==> src/hw/periph_pkg.sv <==
package periph_pkg;

   // Bus widths
   localparam int unsigned ADDR_W = 12;
   localparam int unsigned DATA_W = 32;

   // Address map, 256 byte slots
   localparam int unsigned SLOT_LSB  = 8;
   localparam int unsigned SLOT_W    = 4;
   localparam int unsigned NUM_SLOTS = 16;

   localparam int unsigned SLOT_SOCCTRL = 0;
   localparam int unsigned SLOT_GPIO    = 1;
   localparam int unsigned SLOT_PWM0    = 2;
   localparam int unsigned NUM_PWM      = 4;
   localparam int unsigned SLOT_LAST    = SLOT_PWM0 + NUM_PWM - 1;

   localparam int unsigned NUM_GPIO = 16;

   // Register index within a slot, word aligned
   localparam int unsigned REG_LSB = 2;
   localparam int unsigned REG_W   = 2;

   localparam logic [REG_W-1:0] SOC_CTRL_REG = 2'd0;
   localparam logic [REG_W-1:0] SOC_ID_REG   = 2'd1;

   localparam logic [REG_W-1:0] GPIO_OUT_REG = 2'd0;
   localparam logic [REG_W-1:0] GPIO_DIR_REG = 2'd1;
   localparam logic [REG_W-1:0] GPIO_IN_REG  = 2'd2;

   localparam logic [REG_W-1:0] PWM_CTRL_REG   = 2'd0;
   localparam logic [REG_W-1:0] PWM_PERIOD_REG = 2'd1;
   localparam logic [REG_W-1:0] PWM_DUTY_REG   = 2'd2;
   localparam logic [REG_W-1:0] PWM_COUNT_REG  = 2'd3;

   localparam logic [DATA_W-1:0] SOC_ID = 32'h0A15_0001;

   // AXI response codes
   localparam logic [1:0] AXI_OKAY   = 2'b00;
   localparam logic [1:0] AXI_SLVERR = 2'b10;

endpackage
==> src/hw/apb_subsystem.sv <==
`timescale 1ns/1ns

module apb_subsystem (
   input  logic                              clk_i,
   input  logic                              rst_n_i,

   input  logic [periph_pkg::ADDR_W-1:0]     s_awaddr_i,
   input  logic                              s_awvalid_i,
   output logic                              s_awready_o,
   input  logic [periph_pkg::DATA_W-1:0]     s_wdata_i,
   input  logic [periph_pkg::DATA_W/8-1:0]   s_wstrb_i,
   input  logic                              s_wvalid_i,
   output logic                              s_wready_o,
   output logic [1:0]                        s_bresp_o,
   output logic                              s_bvalid_o,
   input  logic                              s_bready_i,
   input  logic [periph_pkg::ADDR_W-1:0]     s_araddr_i,
   input  logic                              s_arvalid_i,
   output logic                              s_arready_o,
   output logic [periph_pkg::DATA_W-1:0]     s_rdata_o,
   output logic [1:0]                        s_rresp_o,
   output logic                              s_rvalid_o,
   input  logic                              s_rready_i,

   input  logic [periph_pkg::NUM_GPIO-1:0]   gpio_i,
   output logic [periph_pkg::NUM_GPIO-1:0]   gpio_o,
   output logic [periph_pkg::NUM_GPIO-1:0]   gpio_oe_o,
   output logic [periph_pkg::NUM_PWM-1:0]    pwm_o,
   output logic                              cluster_rstn_o,
   output logic                              cluster_en_sa_boot_o,
   output logic                              cluster_fetch_en_o
);

   logic                               req;
   logic                               we;
   logic [periph_pkg::ADDR_W-1:0]      addr;
   logic [periph_pkg::DATA_W-1:0]      wdata;
   logic [periph_pkg::DATA_W-1:0]      rdata;
   logic                               err;
   logic [periph_pkg::NUM_SLOTS-1:0]   sel;
   logic [periph_pkg::REG_W-1:0]       reg_idx;
   logic [periph_pkg::DATA_W-1:0]      slot_rdata [periph_pkg::NUM_SLOTS];

   assign reg_idx = addr[periph_pkg::REG_LSB +: periph_pkg::REG_W];

   axil_periph_bridge i_axil_periph_bridge (
      .clk_i       ( clk_i       ),
      .rst_n_i     ( rst_n_i     ),
      .s_awaddr_i  ( s_awaddr_i  ),
      .s_awvalid_i ( s_awvalid_i ),
      .s_awready_o ( s_awready_o ),
      .s_wdata_i   ( s_wdata_i   ),
      .s_wstrb_i   ( s_wstrb_i   ),
      .s_wvalid_i  ( s_wvalid_i  ),
      .s_wready_o  ( s_wready_o  ),
      .s_bresp_o   ( s_bresp_o   ),
      .s_bvalid_o  ( s_bvalid_o  ),
      .s_bready_i  ( s_bready_i  ),
      .s_araddr_i  ( s_araddr_i  ),
      .s_arvalid_i ( s_arvalid_i ),
      .s_arready_o ( s_arready_o ),
      .s_rdata_o   ( s_rdata_o   ),
      .s_rresp_o   ( s_rresp_o   ),
      .s_rvalid_o  ( s_rvalid_o  ),
      .s_rready_i  ( s_rready_i  ),
      .req_o       ( req         ),
      .we_o        ( we          ),
      .addr_o      ( addr        ),
      .wdata_o     ( wdata       ),
      .rdata_i     ( rdata       ),
      .err_i       ( err         )
   );

   periph_decoder i_periph_decoder (
      .req_i      ( req  ),
      .addr_i     ( addr ),
      .sel_o      ( sel  ),
      .unmapped_o (      )
   );

   soc_control i_soc_control (
      .clk_i                ( clk_i                                ),
      .rst_n_i              ( rst_n_i                              ),
      .sel_i                ( sel[periph_pkg::SLOT_SOCCTRL]        ),
      .we_i                 ( we                                   ),
      .reg_i                ( reg_idx                              ),
      .wdata_i              ( wdata                                ),
      .rdata_o              ( slot_rdata[periph_pkg::SLOT_SOCCTRL] ),
      .cluster_rstn_o       ( cluster_rstn_o                       ),
      .cluster_en_sa_boot_o ( cluster_en_sa_boot_o                 ),
      .cluster_fetch_en_o   ( cluster_fetch_en_o                   )
   );

   gpio_port i_gpio_port (
      .clk_i     ( clk_i                             ),
      .rst_n_i   ( rst_n_i                           ),
      .sel_i     ( sel[periph_pkg::SLOT_GPIO]        ),
      .we_i      ( we                                ),
      .reg_i     ( reg_idx                           ),
      .wdata_i   ( wdata                             ),
      .gpio_i    ( gpio_i                            ),
      .rdata_o   ( slot_rdata[periph_pkg::SLOT_GPIO] ),
      .gpio_o    ( gpio_o                            ),
      .gpio_oe_o ( gpio_oe_o                         )
   );

   // PWM channel k sits in slot SLOT_PWM0 + k
   for (genvar k = 0; k < periph_pkg::NUM_PWM; k++) begin : g_pwm
      pwm_channel i_pwm_channel (
         .clk_i   ( clk_i                               ),
         .rst_n_i ( rst_n_i                             ),
         .sel_i   ( sel[periph_pkg::SLOT_PWM0 + k]      ),
         .we_i    ( we                                  ),
         .reg_i   ( reg_idx                             ),
         .wdata_i ( wdata                               ),
         .rdata_o ( slot_rdata[periph_pkg::SLOT_PWM0 + k] ),
         .pwm_o   ( pwm_o[k]                            )
      );
   end

   for (genvar s = periph_pkg::SLOT_LAST + 1; s < periph_pkg::NUM_SLOTS; s++) begin : g_empty
      assign slot_rdata[s] = '0;
   end

   periph_read_mux i_periph_read_mux (
      .addr_i       ( addr       ),
      .slot_rdata_i ( slot_rdata ),
      .rdata_o      ( rdata      ),
      .err_o        ( err        )
   );

endmodule

==> src/hw/soc_control.sv <==
`timescale 1ns/1ns

module soc_control (
   input  logic                            clk_i,
   input  logic                            rst_n_i,
   input  logic                            sel_i,
   input  logic                            we_i,
   input  logic [periph_pkg::REG_W-1:0]    reg_i,
   input  logic [periph_pkg::DATA_W-1:0]   wdata_i,
   output logic [periph_pkg::DATA_W-1:0]   rdata_o,
   output logic                            cluster_rstn_o,
   output logic                            cluster_en_sa_boot_o,
   output logic                            cluster_fetch_en_o
);

   logic [periph_pkg::DATA_W-1:0] ctrl_q;

   // Only the control register is writable, the ID register is constant
   always_ff @(posedge clk_i or negedge rst_n_i) begin
      if (!rst_n_i) begin
         ctrl_q <= '0;
      end else if (sel_i && we_i && reg_i == periph_pkg::SOC_CTRL_REG) begin
         ctrl_q <= wdata_i;
      end
   end

   // Cluster stays in reset until software releases it
   assign cluster_rstn_o       = ctrl_q[0];
   assign cluster_en_sa_boot_o = ctrl_q[1];
   assign cluster_fetch_en_o   = ctrl_q[2];

   always_comb begin
      case (reg_i)
         periph_pkg::SOC_CTRL_REG: rdata_o = ctrl_q;
         periph_pkg::SOC_ID_REG:   rdata_o = periph_pkg::SOC_ID;
         default:                  rdata_o = '0;
      endcase
   end

endmodule

==> src/hw/gpio_port.sv <==
`timescale 1ns/1ns

module gpio_port (
   input  logic                              clk_i,
   input  logic                              rst_n_i,
   input  logic                              sel_i,
   input  logic                              we_i,
   input  logic [periph_pkg::REG_W-1:0]      reg_i,
   input  logic [periph_pkg::DATA_W-1:0]     wdata_i,
   input  logic [periph_pkg::NUM_GPIO-1:0]   gpio_i,
   output logic [periph_pkg::DATA_W-1:0]     rdata_o,
   output logic [periph_pkg::NUM_GPIO-1:0]   gpio_o,
   output logic [periph_pkg::NUM_GPIO-1:0]   gpio_oe_o
);

   localparam int unsigned PAD_W = periph_pkg::DATA_W - periph_pkg::NUM_GPIO;

   logic [periph_pkg::NUM_GPIO-1:0] out_q;
   logic [periph_pkg::NUM_GPIO-1:0] dir_q;
   logic [periph_pkg::NUM_GPIO-1:0] in_meta_q;
   logic [periph_pkg::NUM_GPIO-1:0] in_sync_q;

   always_ff @(posedge clk_i or negedge rst_n_i) begin
      if (!rst_n_i) begin
         out_q <= '0;
         dir_q <= '0;
      end else if (sel_i && we_i) begin
         case (reg_i)
            periph_pkg::GPIO_OUT_REG: out_q <= wdata_i[periph_pkg::NUM_GPIO-1:0];
            periph_pkg::GPIO_DIR_REG: dir_q <= wdata_i[periph_pkg::NUM_GPIO-1:0];
            default: ;
         endcase
      end
   end

   // Two-stage input synchronizer
   always_ff @(posedge clk_i or negedge rst_n_i) begin
      if (!rst_n_i) begin
         in_meta_q <= '0;
         in_sync_q <= '0;
      end else begin
         in_meta_q <= gpio_i;
         in_sync_q <= in_meta_q;
      end
   end

   assign gpio_o    = out_q;
   assign gpio_oe_o = dir_q;

   always_comb begin
      case (reg_i)
         periph_pkg::GPIO_OUT_REG: rdata_o = {{PAD_W{1'b0}}, out_q};
         periph_pkg::GPIO_DIR_REG: rdata_o = {{PAD_W{1'b0}}, dir_q};
         periph_pkg::GPIO_IN_REG:  rdata_o = {{PAD_W{1'b0}}, in_sync_q};
         default:                  rdata_o = '0;
      endcase
   end

endmodule

==> src/hw/pwm_channel.sv <==
`timescale 1ns/1ns

module pwm_channel (
   input  logic                            clk_i,
   input  logic                            rst_n_i,
   input  logic                            sel_i,
   input  logic                            we_i,
   input  logic [periph_pkg::REG_W-1:0]    reg_i,
   input  logic [periph_pkg::DATA_W-1:0]   wdata_i,
   output logic [periph_pkg::DATA_W-1:0]   rdata_o,
   output logic                            pwm_o
);

   logic                            en_q;
   logic [periph_pkg::DATA_W-1:0]   period_q;
   logic [periph_pkg::DATA_W-1:0]   duty_q;
   logic [periph_pkg::DATA_W-1:0]   count_q;
   logic                            wr;

   assign wr = sel_i && we_i;

   always_ff @(posedge clk_i or negedge rst_n_i) begin
      if (!rst_n_i) begin
         en_q     <= 1'b0;
         period_q <= '0;
         duty_q   <= '0;
      end else if (wr) begin
         case (reg_i)
            periph_pkg::PWM_CTRL_REG:   en_q     <= wdata_i[0];
            periph_pkg::PWM_PERIOD_REG: period_q <= wdata_i;
            periph_pkg::PWM_DUTY_REG:   duty_q   <= wdata_i;
            default: ;
         endcase
      end
   end

   // Counts 0..period inclusive, then wraps; held at zero while disabled
   always_ff @(posedge clk_i or negedge rst_n_i) begin
      if (!rst_n_i) begin
         count_q <= '0;
      end else if (!en_q || count_q >= period_q) begin
         count_q <= '0;
      end else begin
         count_q <= count_q + 1'b1;
      end
   end

   assign pwm_o = en_q && (count_q < duty_q);

   always_comb begin
      case (reg_i)
         periph_pkg::PWM_CTRL_REG:   rdata_o = {{(periph_pkg::DATA_W-1){1'b0}}, en_q};
         periph_pkg::PWM_PERIOD_REG: rdata_o = period_q;
         periph_pkg::PWM_DUTY_REG:   rdata_o = duty_q;
         default:                    rdata_o = count_q;
      endcase
   end

endmodule

==> src/hw/periph_read_mux.sv <==
`timescale 1ns/1ns

module periph_read_mux (
   input  logic [periph_pkg::ADDR_W-1:0]   addr_i,
   input  logic [periph_pkg::DATA_W-1:0]   slot_rdata_i [periph_pkg::NUM_SLOTS],
   output logic [periph_pkg::DATA_W-1:0]   rdata_o,
   output logic                            err_o
);

   logic [periph_pkg::SLOT_W-1:0] slot;

   assign slot = addr_i[periph_pkg::SLOT_LSB +: periph_pkg::SLOT_W];

   // Slots past the last PWM channel have no peripheral behind them
   always_comb begin
      if (slot > periph_pkg::SLOT_LAST) begin
         rdata_o = '0;
         err_o   = 1'b1;
      end else begin
         rdata_o = slot_rdata_i[slot];
         err_o   = 1'b0;
      end
   end

endmodule

==> src/hw/periph_decoder.sv <==
`timescale 1ns/1ns

module periph_decoder (
   input  logic                               req_i,
   input  logic [periph_pkg::ADDR_W-1:0]      addr_i,
   output logic [periph_pkg::NUM_SLOTS-1:0]   sel_o,
   output logic                               unmapped_o
);

   logic [periph_pkg::SLOT_W-1:0] slot;
   logic                          mapped;

   assign slot   = addr_i[periph_pkg::SLOT_LSB +: periph_pkg::SLOT_W];
   assign mapped = (slot <= periph_pkg::SLOT_LAST);

   // One-hot select, only while a request is on the bus
   always_comb begin
      sel_o = '0;
      if (req_i && mapped) begin
         sel_o[slot] = 1'b1;
      end
   end

   assign unmapped_o = req_i && !mapped;

endmodule

==> src/hw/axil_periph_bridge.sv <==
`timescale 1ns/1ns

module axil_periph_bridge (
   input  logic                              clk_i,
   input  logic                              rst_n_i,

   input  logic [periph_pkg::ADDR_W-1:0]     s_awaddr_i,
   input  logic                              s_awvalid_i,
   output logic                              s_awready_o,

   input  logic [periph_pkg::DATA_W-1:0]     s_wdata_i,
   input  logic [periph_pkg::DATA_W/8-1:0]   s_wstrb_i,
   input  logic                              s_wvalid_i,
   output logic                              s_wready_o,

   output logic [1:0]                        s_bresp_o,
   output logic                              s_bvalid_o,
   input  logic                              s_bready_i,

   input  logic [periph_pkg::ADDR_W-1:0]     s_araddr_i,
   input  logic                              s_arvalid_i,
   output logic                              s_arready_o,

   output logic [periph_pkg::DATA_W-1:0]     s_rdata_o,
   output logic [1:0]                        s_rresp_o,
   output logic                              s_rvalid_o,
   input  logic                              s_rready_i,

   output logic                              req_o,
   output logic                              we_o,
   output logic [periph_pkg::ADDR_W-1:0]     addr_o,
   output logic [periph_pkg::DATA_W-1:0]     wdata_o,
   input  logic [periph_pkg::DATA_W-1:0]     rdata_i,
   input  logic                              err_i
);

   typedef enum logic [1:0] {
      ST_IDLE,
      ST_WRESP,
      ST_RRESP
   } state_e;

   state_e                          state_q;
   logic                            wr_hs;
   logic                            rd_hs;
   logic [1:0]                      bresp_q;
   logic [1:0]                      rresp_q;
   logic [periph_pkg::DATA_W-1:0]   rdata_q;

   // Write wins when both are offered in the same idle cycle
   assign wr_hs = (state_q == ST_IDLE) && s_awvalid_i && s_wvalid_i;
   assign rd_hs = (state_q == ST_IDLE) && s_arvalid_i && !wr_hs;

   assign s_awready_o = wr_hs;
   assign s_wready_o  = wr_hs;
   assign s_arready_o = rd_hs;

   // Peripheral request lives only in the handshake cycle
   // (byte strobes are not supported, every write is a full word)
   assign req_o   = wr_hs || rd_hs;
   assign we_o    = wr_hs;
   assign addr_o  = wr_hs ? s_awaddr_i : s_araddr_i;
   assign wdata_o = s_wdata_i;

   assign s_bvalid_o = (state_q == ST_WRESP);
   assign s_bresp_o  = bresp_q;
   assign s_rvalid_o = (state_q == ST_RRESP);
   assign s_rresp_o  = rresp_q;
   assign s_rdata_o  = rdata_q;

   always_ff @(posedge clk_i or negedge rst_n_i) begin
      if (!rst_n_i) begin
         state_q <= ST_IDLE;
      end else begin
         case (state_q)
            ST_IDLE: begin
               if (wr_hs) begin
                  state_q <= ST_WRESP;
               end else if (rd_hs) begin
                  state_q <= ST_RRESP;
               end
            end
            ST_WRESP: begin
               if (s_bready_i) begin
                  state_q <= ST_IDLE;
               end
            end
            ST_RRESP: begin
               if (s_rready_i) begin
                  state_q <= ST_IDLE;
               end
            end
            default: begin
               state_q <= ST_IDLE;
            end
         endcase
      end
   end

   // Response payload, held until the master takes it
   always_ff @(posedge clk_i) begin
      if (wr_hs) begin
         bresp_q <= err_i ? periph_pkg::AXI_SLVERR : periph_pkg::AXI_OKAY;
      end
      if (rd_hs) begin
         rdata_q <= rdata_i;
         rresp_q <= err_i ? periph_pkg::AXI_SLVERR : periph_pkg::AXI_OKAY;
      end
   end

endmodule

==> config.mk <==
export PLATFORM = sky130hd
export DESIGN_NAME = apb_subsystem
export DESIGN_NICKNAME = d
export VERILOG_FILES = /design/src/hw/periph_pkg.sv /design/src/hw/apb_subsystem.sv /design/src/hw/soc_control.sv /design/src/hw/gpio_port.sv /design/src/hw/pwm_channel.sv /design/src/hw/periph_read_mux.sv /design/src/hw/periph_decoder.sv /design/src/hw/axil_periph_bridge.sv
export SDC_FILE = /design/constraint.sdc
export NUM_CORES = 1
export LEC_CHECK = 0
export BUFFER_PORTS_ARGS = -buffer_cell sky130_fd_sc_hd__buf_2
export CORE_ASPECT_RATIO = 0.8
export CORE_MARGIN = 2
export CORE_UTILIZATION = 67
export DETAILED_ROUTE_END_ITERATION = 10
export PLACE_DENSITY_LB_ADDON = 0.05
export SETUP_SLACK_MARGIN = 0.1
export SLEW_MARGIN = 20
export SYNTH_ARGS = -nofsm -noshare
export SYNTH_HDL_FRONTEND = slang
export SYNTH_SLANG_ARGS = --single-unit
==> constraint.sdc <==
create_clock -name clk_i -period 8.19 [get_ports clk_i]
set_input_delay 1.638 -clock clk_i [delete_from_list [all_inputs] [get_ports clk_i]]
set_output_delay 1.638 -clock clk_i [all_outputs]
set_load 0.01 [all_outputs]
==> flow_metrics.env, run 1 <==
export IMPL_postCtsResizedCells=0
export IMPL_pin_count_of_the_biggest_net_entering_global_routing=175
export IMPL_grt_use_met2=0.577
export IMPL_core_region_area_um2=45500
export IMPL_synth_warning_count=0
export IMPL_cts_hold_repair_buffers=0
export IMPL_detailroute_via_count=24686
export IMPL_asyncSetResetFlopFracSynth=0.935
export IMPL_timing_hold_worst_start="i_gpio_port.in_meta_q[9]"
export IMPL_worstSkewPairLatency_ns=0.62
export IMPL_drt_iter0_markers=2775
export IMPL_cellLeakagePower_nw=15.7
export IMPL_wire_length_of_the_first_global_routing_pass_um=143000
export IMPL_netSwitchingFraction=0.295
export IMPL_reg2reg_from="i_axil_periph_bridge.state_q[0]"
export IMPL_flow_area_growth_from_synthesis_pct=9.65
export IMPL_synth_area_per_cell_um2=10.1
export IMPL_num_nets_final=3461
export IMPL_post_route_period_util=0.587
export IMPL_maxSlewViolCount=0
export IMPL_path_class_of_the_lowest_slack_min_delay_path="flop to flop"
export IMPL_worst_slew_margin_rel=0.272
export IMPL_count_of_final_hold_check_violations=0
export IMPL_critical_path_top_delay_family="buffers and inverters"
export IMPL_fmax_mhz=208
export IMPL_design_portCount=163
export IMPL_setup_viols_final=0
export IMPL_synth_enable_flop_cells=34
export IMPL_synthesis_area_um2=30800
export IMPL_tns_ns=0
export IMPL_area_occupied_by_multi_input_gates_um2=16000
export IMPL_critical_path_startpoint_type="input port"
export IMPL_die_height_um=196
export IMPL_drt_wl_total_um=92800
export IMPL_number_of_buffers_on_the_longest_clock_path=3
export IMPL_sequential_cell_area_fraction_in_the_yosys_report=0.427
export IMPL_synth_ff_type="sky130_fd_sc_hd__dfrtp_1"
export IMPL_sequential_cell_area_um2=13200
export IMPL_yosys_cell_types_count=74
export IMPL_crit_fanout=75
export IMPL_post_route_skew_ns=0.0197
export IMPL_crit_start="s_awvalid_i"
export IMPL_pre_cts_ws_ns=2.80
export IMPL_path_clk_slew_ns=0.07
export IMPL_remaining_drc_errors=0
export IMPL_pwr_density_cell_nw_per_um2=193
export IMPL_worstSetupPathType="input port to flop"
export IMPL_layout_min_cycle_time_ns=4.81
export IMPL_yosys_register_bits=520
export IMPL_tritoncts_sink_count=520
export IMPL_list_of_cells_traversed_by_the_critical_path="buf_2, nand4bb_2, buf_4, inv_2, mux2_4, buf_4, nand2_1, a21oi_1, a211oi_1, o41ai_1"
export IMPL_number_of_nets_still_failing_antenna_checks_after_routing=0
export IMPL_ctsRootBufferMaster="sky130_fd_sc_hd__clkbuf_16"
export IMPL_die_width_um=244
export IMPL_num_rows=70
export IMPL_setup_ws_ns=3.38
export IMPL_post_drt_via_cell_ratio=6.52
export IMPL_start_util=0.677
export IMPL_rsz0062_at_grt="false"
export IMPL_power_share_clock=0.393
export IMPL_intPower_w=0.00460
export IMPL_fp_dieArea_um2=47800
export IMPL_timing_worst_slew_pin_value_ns=1.09
export IMPL_post_route_cells_drive_above_1_share=0.203
export IMPL_global_route_peak_usage_layer="met2"
export IMPL_gp_congestion=0.945
export IMPL_worst_ep_required_time_ns=8.53
export IMPL_worst_path_max_delay_cell="sky130_fd_sc_hd__mux2_4"
export IMPL_power_switching_w=0.00192
export IMPL_combinationalPowerShare=0.165
export IMPL_max_cap_violations=0
export IMPL_synthCells=3043
export IMPL_place_detailed_hpwl_um=66700
export IMPL_critical_path_buf_inv_count=4
export IMPL_n_fill_cell=3260
export IMPL_critical_path_max_stage_delay_ns=0.78
export IMPL_global_route_overflow_total=0
export IMPL_drt_pass1_iterations=6
export IMPL_timing_critical_path_arrival_ns=5.14
export IMPL_cts_setup_buffers=0
export IMPL_ir_drop_mv=0.204
export IMPL_cpMostUsedCell="sky130_fd_sc_hd__buf_4"
export IMPL_port_buffer_count=144
export IMPL_grt_pass1_vias=24671
export IMPL_grt_total_usage=0.389
export IMPL_sequentialPowerShare=0.442
export IMPL_run_status="complete, no violations"
export IMPL_avgRoutedWirePerCell_um=24.5
export IMPL_globalRouteMet3Util=0.0899
export IMPL_cts_inserted_buffers=53
export IMPL_cts_htree_levels=2
export IMPL_tritoncts="built"
export IMPL_critPathCaptureType="flop"
export IMPL_grt_antenna_before_repair=13
export IMPL_grt_util_met1=0.561
-- stage by stage --
step / area (µm²) / utilization / hold WS (ns) / total power, W / instances
6_report: 33800 / 0.743 / 0.348 / 0.00652 / 3786
3_5_place_dp: 32000 / 0.702 / 0.335 / 0.00398 / 3679
5_1_grt: 33800 / 0.743 / 0.353 / 0.00672 / 3784
2_1_floorplan: 30900 / - / 0.331 / 0.00354 / 3044
4_1_cts: 33800 / 0.742 / 0.345 / 0.00650 / 3778
3_3_place_gp: 32000 / 0.702 / 0.333 / 0.00392 / 3679
-- worst register-to-register path: cells and delay by family, from the launching register on --
kind | cells | cell delay (ns)
muxes | 1 | 0.76
DFF | 1 | 0.40
AOI/OAI and AO/OA | 3 | 0.95
and+or+nand+nor | 2 | 0.38
buffers and inverters | 3 | 1.38
-- logic make-up after synthesis --
kind of cell    synth area share
buf+inv                   0.0578
other cells             0.000122
compound gates             0.130
flops                      0.427
fa+ha+maj                  0.104
xor+xnor                  0.0341
mux                        0.136
simple gates               0.111
-- Yosys cell counts, drive strengths merged, types with 9 or more instances --
cell type,instances,area (µm²)
a221oi,42,368
nand2,192,723
clkbuf,72,270
nor2,210,791
xor2,74,648
edfxtp,34,1020
o221ai,13,114
o21a,13,97.6
nand2b,16,100
and3,26,163
a22oi,42,315
mux2i,38,388
nand4,62,388
nand3,86,435
mux2,337,3800
and4,10,87.6
xnor2,46,403
ha,256,3200
a21oi,177,890
a21o,69,518
nor4,11,87.6
nor2b,19,119
o2111ai,11,96.3
buf,83,468
o211ai,9,67.6
inv,278,1040
o41ai,13,144
nor3,53,282
a211oi,24,180
o22ai,22,138
dfrtp,486,12200
o21ai,150,751
-- layer usage --
| layer | up-vias | wire [µm] |
|---|---|---|
| li1 | 10992 | - |
| met1 | 12292 | 39000 |
| met2 | 1184 | 40400 |
| met3 | 208 | 9960 |
| met4 | 10 | 3260 |
| met5 | - | 132 |
-- path summary, 6_finish.rpt --
| kind | to | slack [ns] | cells past startpoint |
|---|---|---|---|
| worst max register to register | i_axil_periph_bridge.s_rdata_o[13] | 4.04 | 9 |
| worst min-delay path | i_gpio_port.in_sync_q[9] | 0.35 | 0 |
| worst min register to register | i_gpio_port.in_sync_q[9] | 0.35 | 0 |
| worst max-delay path | i_axil_periph_bridge.s_rdata_o[13] | 3.38 | 10 |
| min in group asynchronous | g_pwm[1].i_pwm_channel.count_q[24] | 1.05 | 1 |
| max in group asynchronous | g_pwm[3].i_pwm_channel.duty_q[0] | 5.67 | 2 |
-- placed cells by master (no fill, tap or decap), drive strengths merged, types with 74 or more instances in the layout --
cell type / synthesis / layout
a21oi: 177 / 177
buf: 83 / 178
dfrtp: 486 / 486
ha: 256 / 256
inv: 278 / 282
mux2: 337 / 337
nand2: 192 / 192
nand3: 86 / 86
nor2: 210 / 210
o21ai: 150 / 150
xor2: 74 / 74
-- final cells by class --
class	instances	share of cell area
multi-input cells	2091	0.473
flip-flops and latches	520	0.390
clock buffers	67	0.0445
inverters	278	0.0309
repair buffers	178	0.0299
well taps	612	0.0226
clock inverters	32	0.00929
diodes	8	0.000592
-- power groups by stage --
| stage | logic [W] | registers [W] | clock network, W |
|---|---|---|---|
| 6_report | 0.00108 | 0.00288 | 0.00256 |
| 4_1_cts | 0.00106 | 0.00288 | 0.00257 |
| 2_1_floorplan | 0.000635 | 0.00290 | 0 |
| 3_3_place_gp | 0.00101 | 0.00291 | 0 |
| 3_5_place_dp | 0.00105 | 0.00292 | 0 |
| 5_1_grt | 0.00115 | 0.00290 | 0.00267 |
-- registers in the layout (all words and copies together) (netlist names) --
| signal | flops |
|---|---|
| g_pwm.i_pwm_channel.count_q | 128 |
| g_pwm.i_pwm_channel.period_q | 128 |
| i_gpio_port.in_meta_q | 16 |
| i_gpio_port.gpio_oe_o | 16 |
| i_soc_control.ctrl_q | 32 |
| i_gpio_port.gpio_o | 16 |
| i_gpio_port.in_sync_q | 16 |
| i_axil_periph_bridge.s_bresp_o | 1 |
| i_axil_periph_bridge.s_rdata_o | 32 |
| i_axil_periph_bridge.state_q | 2 |
| i_axil_periph_bridge.s_rresp_o | 1 |
| g_pwm.i_pwm_channel.duty_q | 128 |
| g_pwm.i_pwm_channel.en_q | 4 |
No activity file was read; power rests on OpenSTA's default activity.
==> run 2, diff against run 1 <==
--- a/config.mk
+++ b/config.mk
@@ -8,7 +8,7 @@
 export BUFFER_PORTS_ARGS = -buffer_cell sky130_fd_sc_hd__buf_2
 export CORE_ASPECT_RATIO = 0.8
 export CORE_MARGIN = 2
-export CORE_UTILIZATION = 67
+export CORE_UTILIZATION = 56
 export DETAILED_ROUTE_END_ITERATION = 10
 export PLACE_DENSITY_LB_ADDON = 0.05
 export SETUP_SLACK_MARGIN = 0.1
==> constraint.sdc (replaced) <==
create_clock -name clk_i -period 3.89 [get_ports clk_i]
set_input_delay 0.778 -clock clk_i [delete_from_list [all_inputs] [get_ports clk_i]]
set_output_delay 0.778 -clock clk_i [all_outputs]
set_load 0.01 [all_outputs]
==> run 2 against run 1 <==
Compared with the run above: critical path depth is 2 lower; first-iteration DRC count fell by 22%; die area is 19% higher; clock power rose by 120%; core utilization down 11 points; via count fell by 0.99%; clock skew decreased by 0.0034 ns; worst setup slack worse by 3.2 ns; worst hold slack lost 0.21 ns; critical endpoint is now pwm_o[0].
==> flow_metrics.env, run 2 (synthesis gave the netlist of run 1 again) <==
export IMPL_global_route_overflow_total=0
export IMPL_drt_iter0_markers=2164
export IMPL_r2r_end="i_axil_periph_bridge.s_rdata_o[14]"
export IMPL_core_region_area_um2=54100
export IMPL_path_class_of_the_lowest_slack_min_delay_path="input port to asynchronous set/reset pin"
export IMPL_timing_critical_path_arrival_ns=2.93
export IMPL_ir_drop_mv=0.380
export IMPL_cellLeakagePower_nw=16.0
export IMPL_crit_start="g_pwm[0].i_pwm_channel.count_q[5]"
export IMPL_cts_htree_levels=2
export IMPL_post_route_skew_ns=0.0163
export IMPL_critical_path_top_delay_family="compound AO/OA/AOI/OAI gates"
export IMPL_pin_count_of_the_biggest_net_entering_global_routing=76
export IMPL_postCtsResizedCells=0
export IMPL_number_of_nets_still_failing_antenna_checks_after_routing=0
export IMPL_timing_worst_slew_pin_value_ns=0.895
export IMPL_final_core_util=0.637
export IMPL_pwr_density_cell_nw_per_um2=407
export IMPL_fmax_mhz=269
export IMPL_critical_path_max_stage_delay_ns=0.49
export IMPL_critical_path_startpoint_type="flop"
export IMPL_place_detailed_hpwl_um=70600
export IMPL_post_route_period_util=0.954
export IMPL_flow_area_growth_from_synthesis_pct=11.7
export IMPL_post_route_cells_drive_above_1_share=0.213
export IMPL_setup_viols_final=0
export IMPL_num_nets_final=3502
export IMPL_wire_length_of_the_first_global_routing_pass_um=146000
export IMPL_fp_dieArea_um2=57000
export IMPL_run_status="complete, no violations"
export IMPL_maxSlewViolCount=0
export IMPL_avgRoutedWirePerCell_um=24.5
export IMPL_grt_pass1_vias=23941
export IMPL_die_width_um=266
export IMPL_gp_congestion=0.956
export IMPL_grt_total_usage=0.336
export IMPL_critical_path_buf_inv_count=1
export IMPL_mostFrequentLayoutCells="sky130_fd_sc_hd__dfrtp_1 (486), sky130_fd_sc_hd__mux2_2 (335), sky130_fd_sc_hd__inv_1 (277)"
export IMPL_count_of_final_hold_check_violations=0
export IMPL_worstSkewPairLatency_ns=0.62
export IMPL_worst_slew_margin_rel=0.403
export IMPL_worst_r2r_cell_count=7
export IMPL_remaining_drc_errors=0
export IMPL_ctsRootBufferMaster="sky130_fd_sc_hd__clkbuf_16"
export IMPL_tns_ns=0
export IMPL_post_drt_via_cell_ratio=6.24
export IMPL_drt_wl_total_um=95800
export IMPL_top_regs="g_pwm.i_pwm_channel.count_q: 128 flops, g_pwm.i_pwm_channel.duty_q: 128 flops, g_pwm.i_pwm_channel.period_q: 128 flops"
export IMPL_die_height_um=214
export IMPL_grt_antenna_before_repair=11
export IMPL_cts_inserted_buffers=55
export IMPL_ff2ff_setup_slack_ns=0.72
export IMPL_cts_hold_repair_buffers=0
export IMPL_layout_min_cycle_time_ns=3.71
export IMPL_drt_pass1_iterations=5
export IMPL_start_util=0.570
export IMPL_reg2reg_from="i_axil_periph_bridge.state_q[0]"
export IMPL_list_of_cells_traversed_by_the_critical_path="ha_1, a21o_1, a21o_1, a21oi_1, o31ai_1, a21oi_1, o21a_1, buf_2"
export IMPL_worst_ep_required_time_ns=3.11
export IMPL_cts_setup_buffers=0
export IMPL_n_fill_cell=4418
export IMPL_tritoncts_sink_count=520
export IMPL_critPathCaptureType="output pin"
export IMPL_worstSetupPathType="flop to output pin"
export IMPL_num_rows=76
export IMPL_worst_path_max_delay_cell="sky130_fd_sc_hd__dfrtp_1"
export IMPL_crit_fanout=8
export IMPL_max_cap_violations=0
export IMPL_number_of_buffers_on_the_longest_clock_path=3
export IMPL_critical_path_depth=8
export IMPL_layout_cells_most_common="sky130_fd_sc_hd__dfrtp_1"
export IMPL_path_clk_slew_ns=0.07
export IMPL_detailroute_via_count=24442
export IMPL_port_buffer_count=144
export IMPL_design_portCount=163
export IMPL_rsz0062_at_grt="false"
export IMPL_tritoncts="built"
[run 2: where the power goes]
part | leakage [nW] | total [W] | switching, W | internal (W)
clock | 0.943 | 0.00563 | 0.00229 | 0.00334
combinational | 8.11 | 0.00231 | 0.00147 | 0.000842
sequential | 6.97 | 0.00608 | 0.000264 | 0.00581
total | 16.0 | 0.0140 | 0.00403 | 0.00999
[run 2: worst max path at each step]
stage	end
after floorplan	s_arready_o
after global routing	pwm_o[0]
after global placement	i_axil_periph_bridge.s_rdata_o[17]
after CTS	pwm_o[0]
final	pwm_o[0]
after detailed placement	i_axil_periph_bridge.s_rdata_o[19]
[run 2: area by class of cell]
class | instances | area, µm² | area share
multi-input combinational | 2091 | 16000 | 0.464
sequential | 520 | 13200 | 0.383
clock buffer | 76 | 1610 | 0.0467
timing repair buffer | 217 | 1430 | 0.0415
inverter | 278 | 1040 | 0.0303
tap | 702 | 878 | 0.0255
clock inverter | 26 | 310 | 0.00901
antenna | 7 | 17.5 | 0.000508
[run 2: per-stage QoR]
step                total power [W]  setup WS, ns  hold WS (ns)  instance area, µm²  std cells
detailed placement          0.00845         0.360         0.336               32500       3808
CTS                          0.0140         0.158         0.184               34400       3910
global route                 0.0145         0.149         0.193               34400       3912
floorplan                   0.00744         0.485         0.331               30900       3044
global placement            0.00837         0.399         0.335               32500       3808
finish                       0.0140         0.178         0.141               34500       3917
[run 2: layer usage]
layer / GRT usage / vias up / part of all wire
li1: - / 11092 / -
met1: 0.501 / 12226 / 0.45
met2: 0.488 / 976 / 0.43
met3: 0.0813 / 142 / 0.099
met4: 0.0904 / 6 / 0.025
met5: 0 / - / 0.00035
[run 2: worst reg2reg max path, cell delays in order (launching register included)]
cell                        delay (ns)
sky130_fd_sc_hd__dfrtp_1          0.40
sky130_fd_sc_hd__nand4bb_2        0.27
sky130_fd_sc_hd__buf_4            0.28
sky130_fd_sc_hd__mux2_4           0.51
sky130_fd_sc_hd__nand2_1          0.54
sky130_fd_sc_hd__a21oi_1          0.10
sky130_fd_sc_hd__o21ai_0          0.60
sky130_fd_sc_hd__o41ai_1          0.19
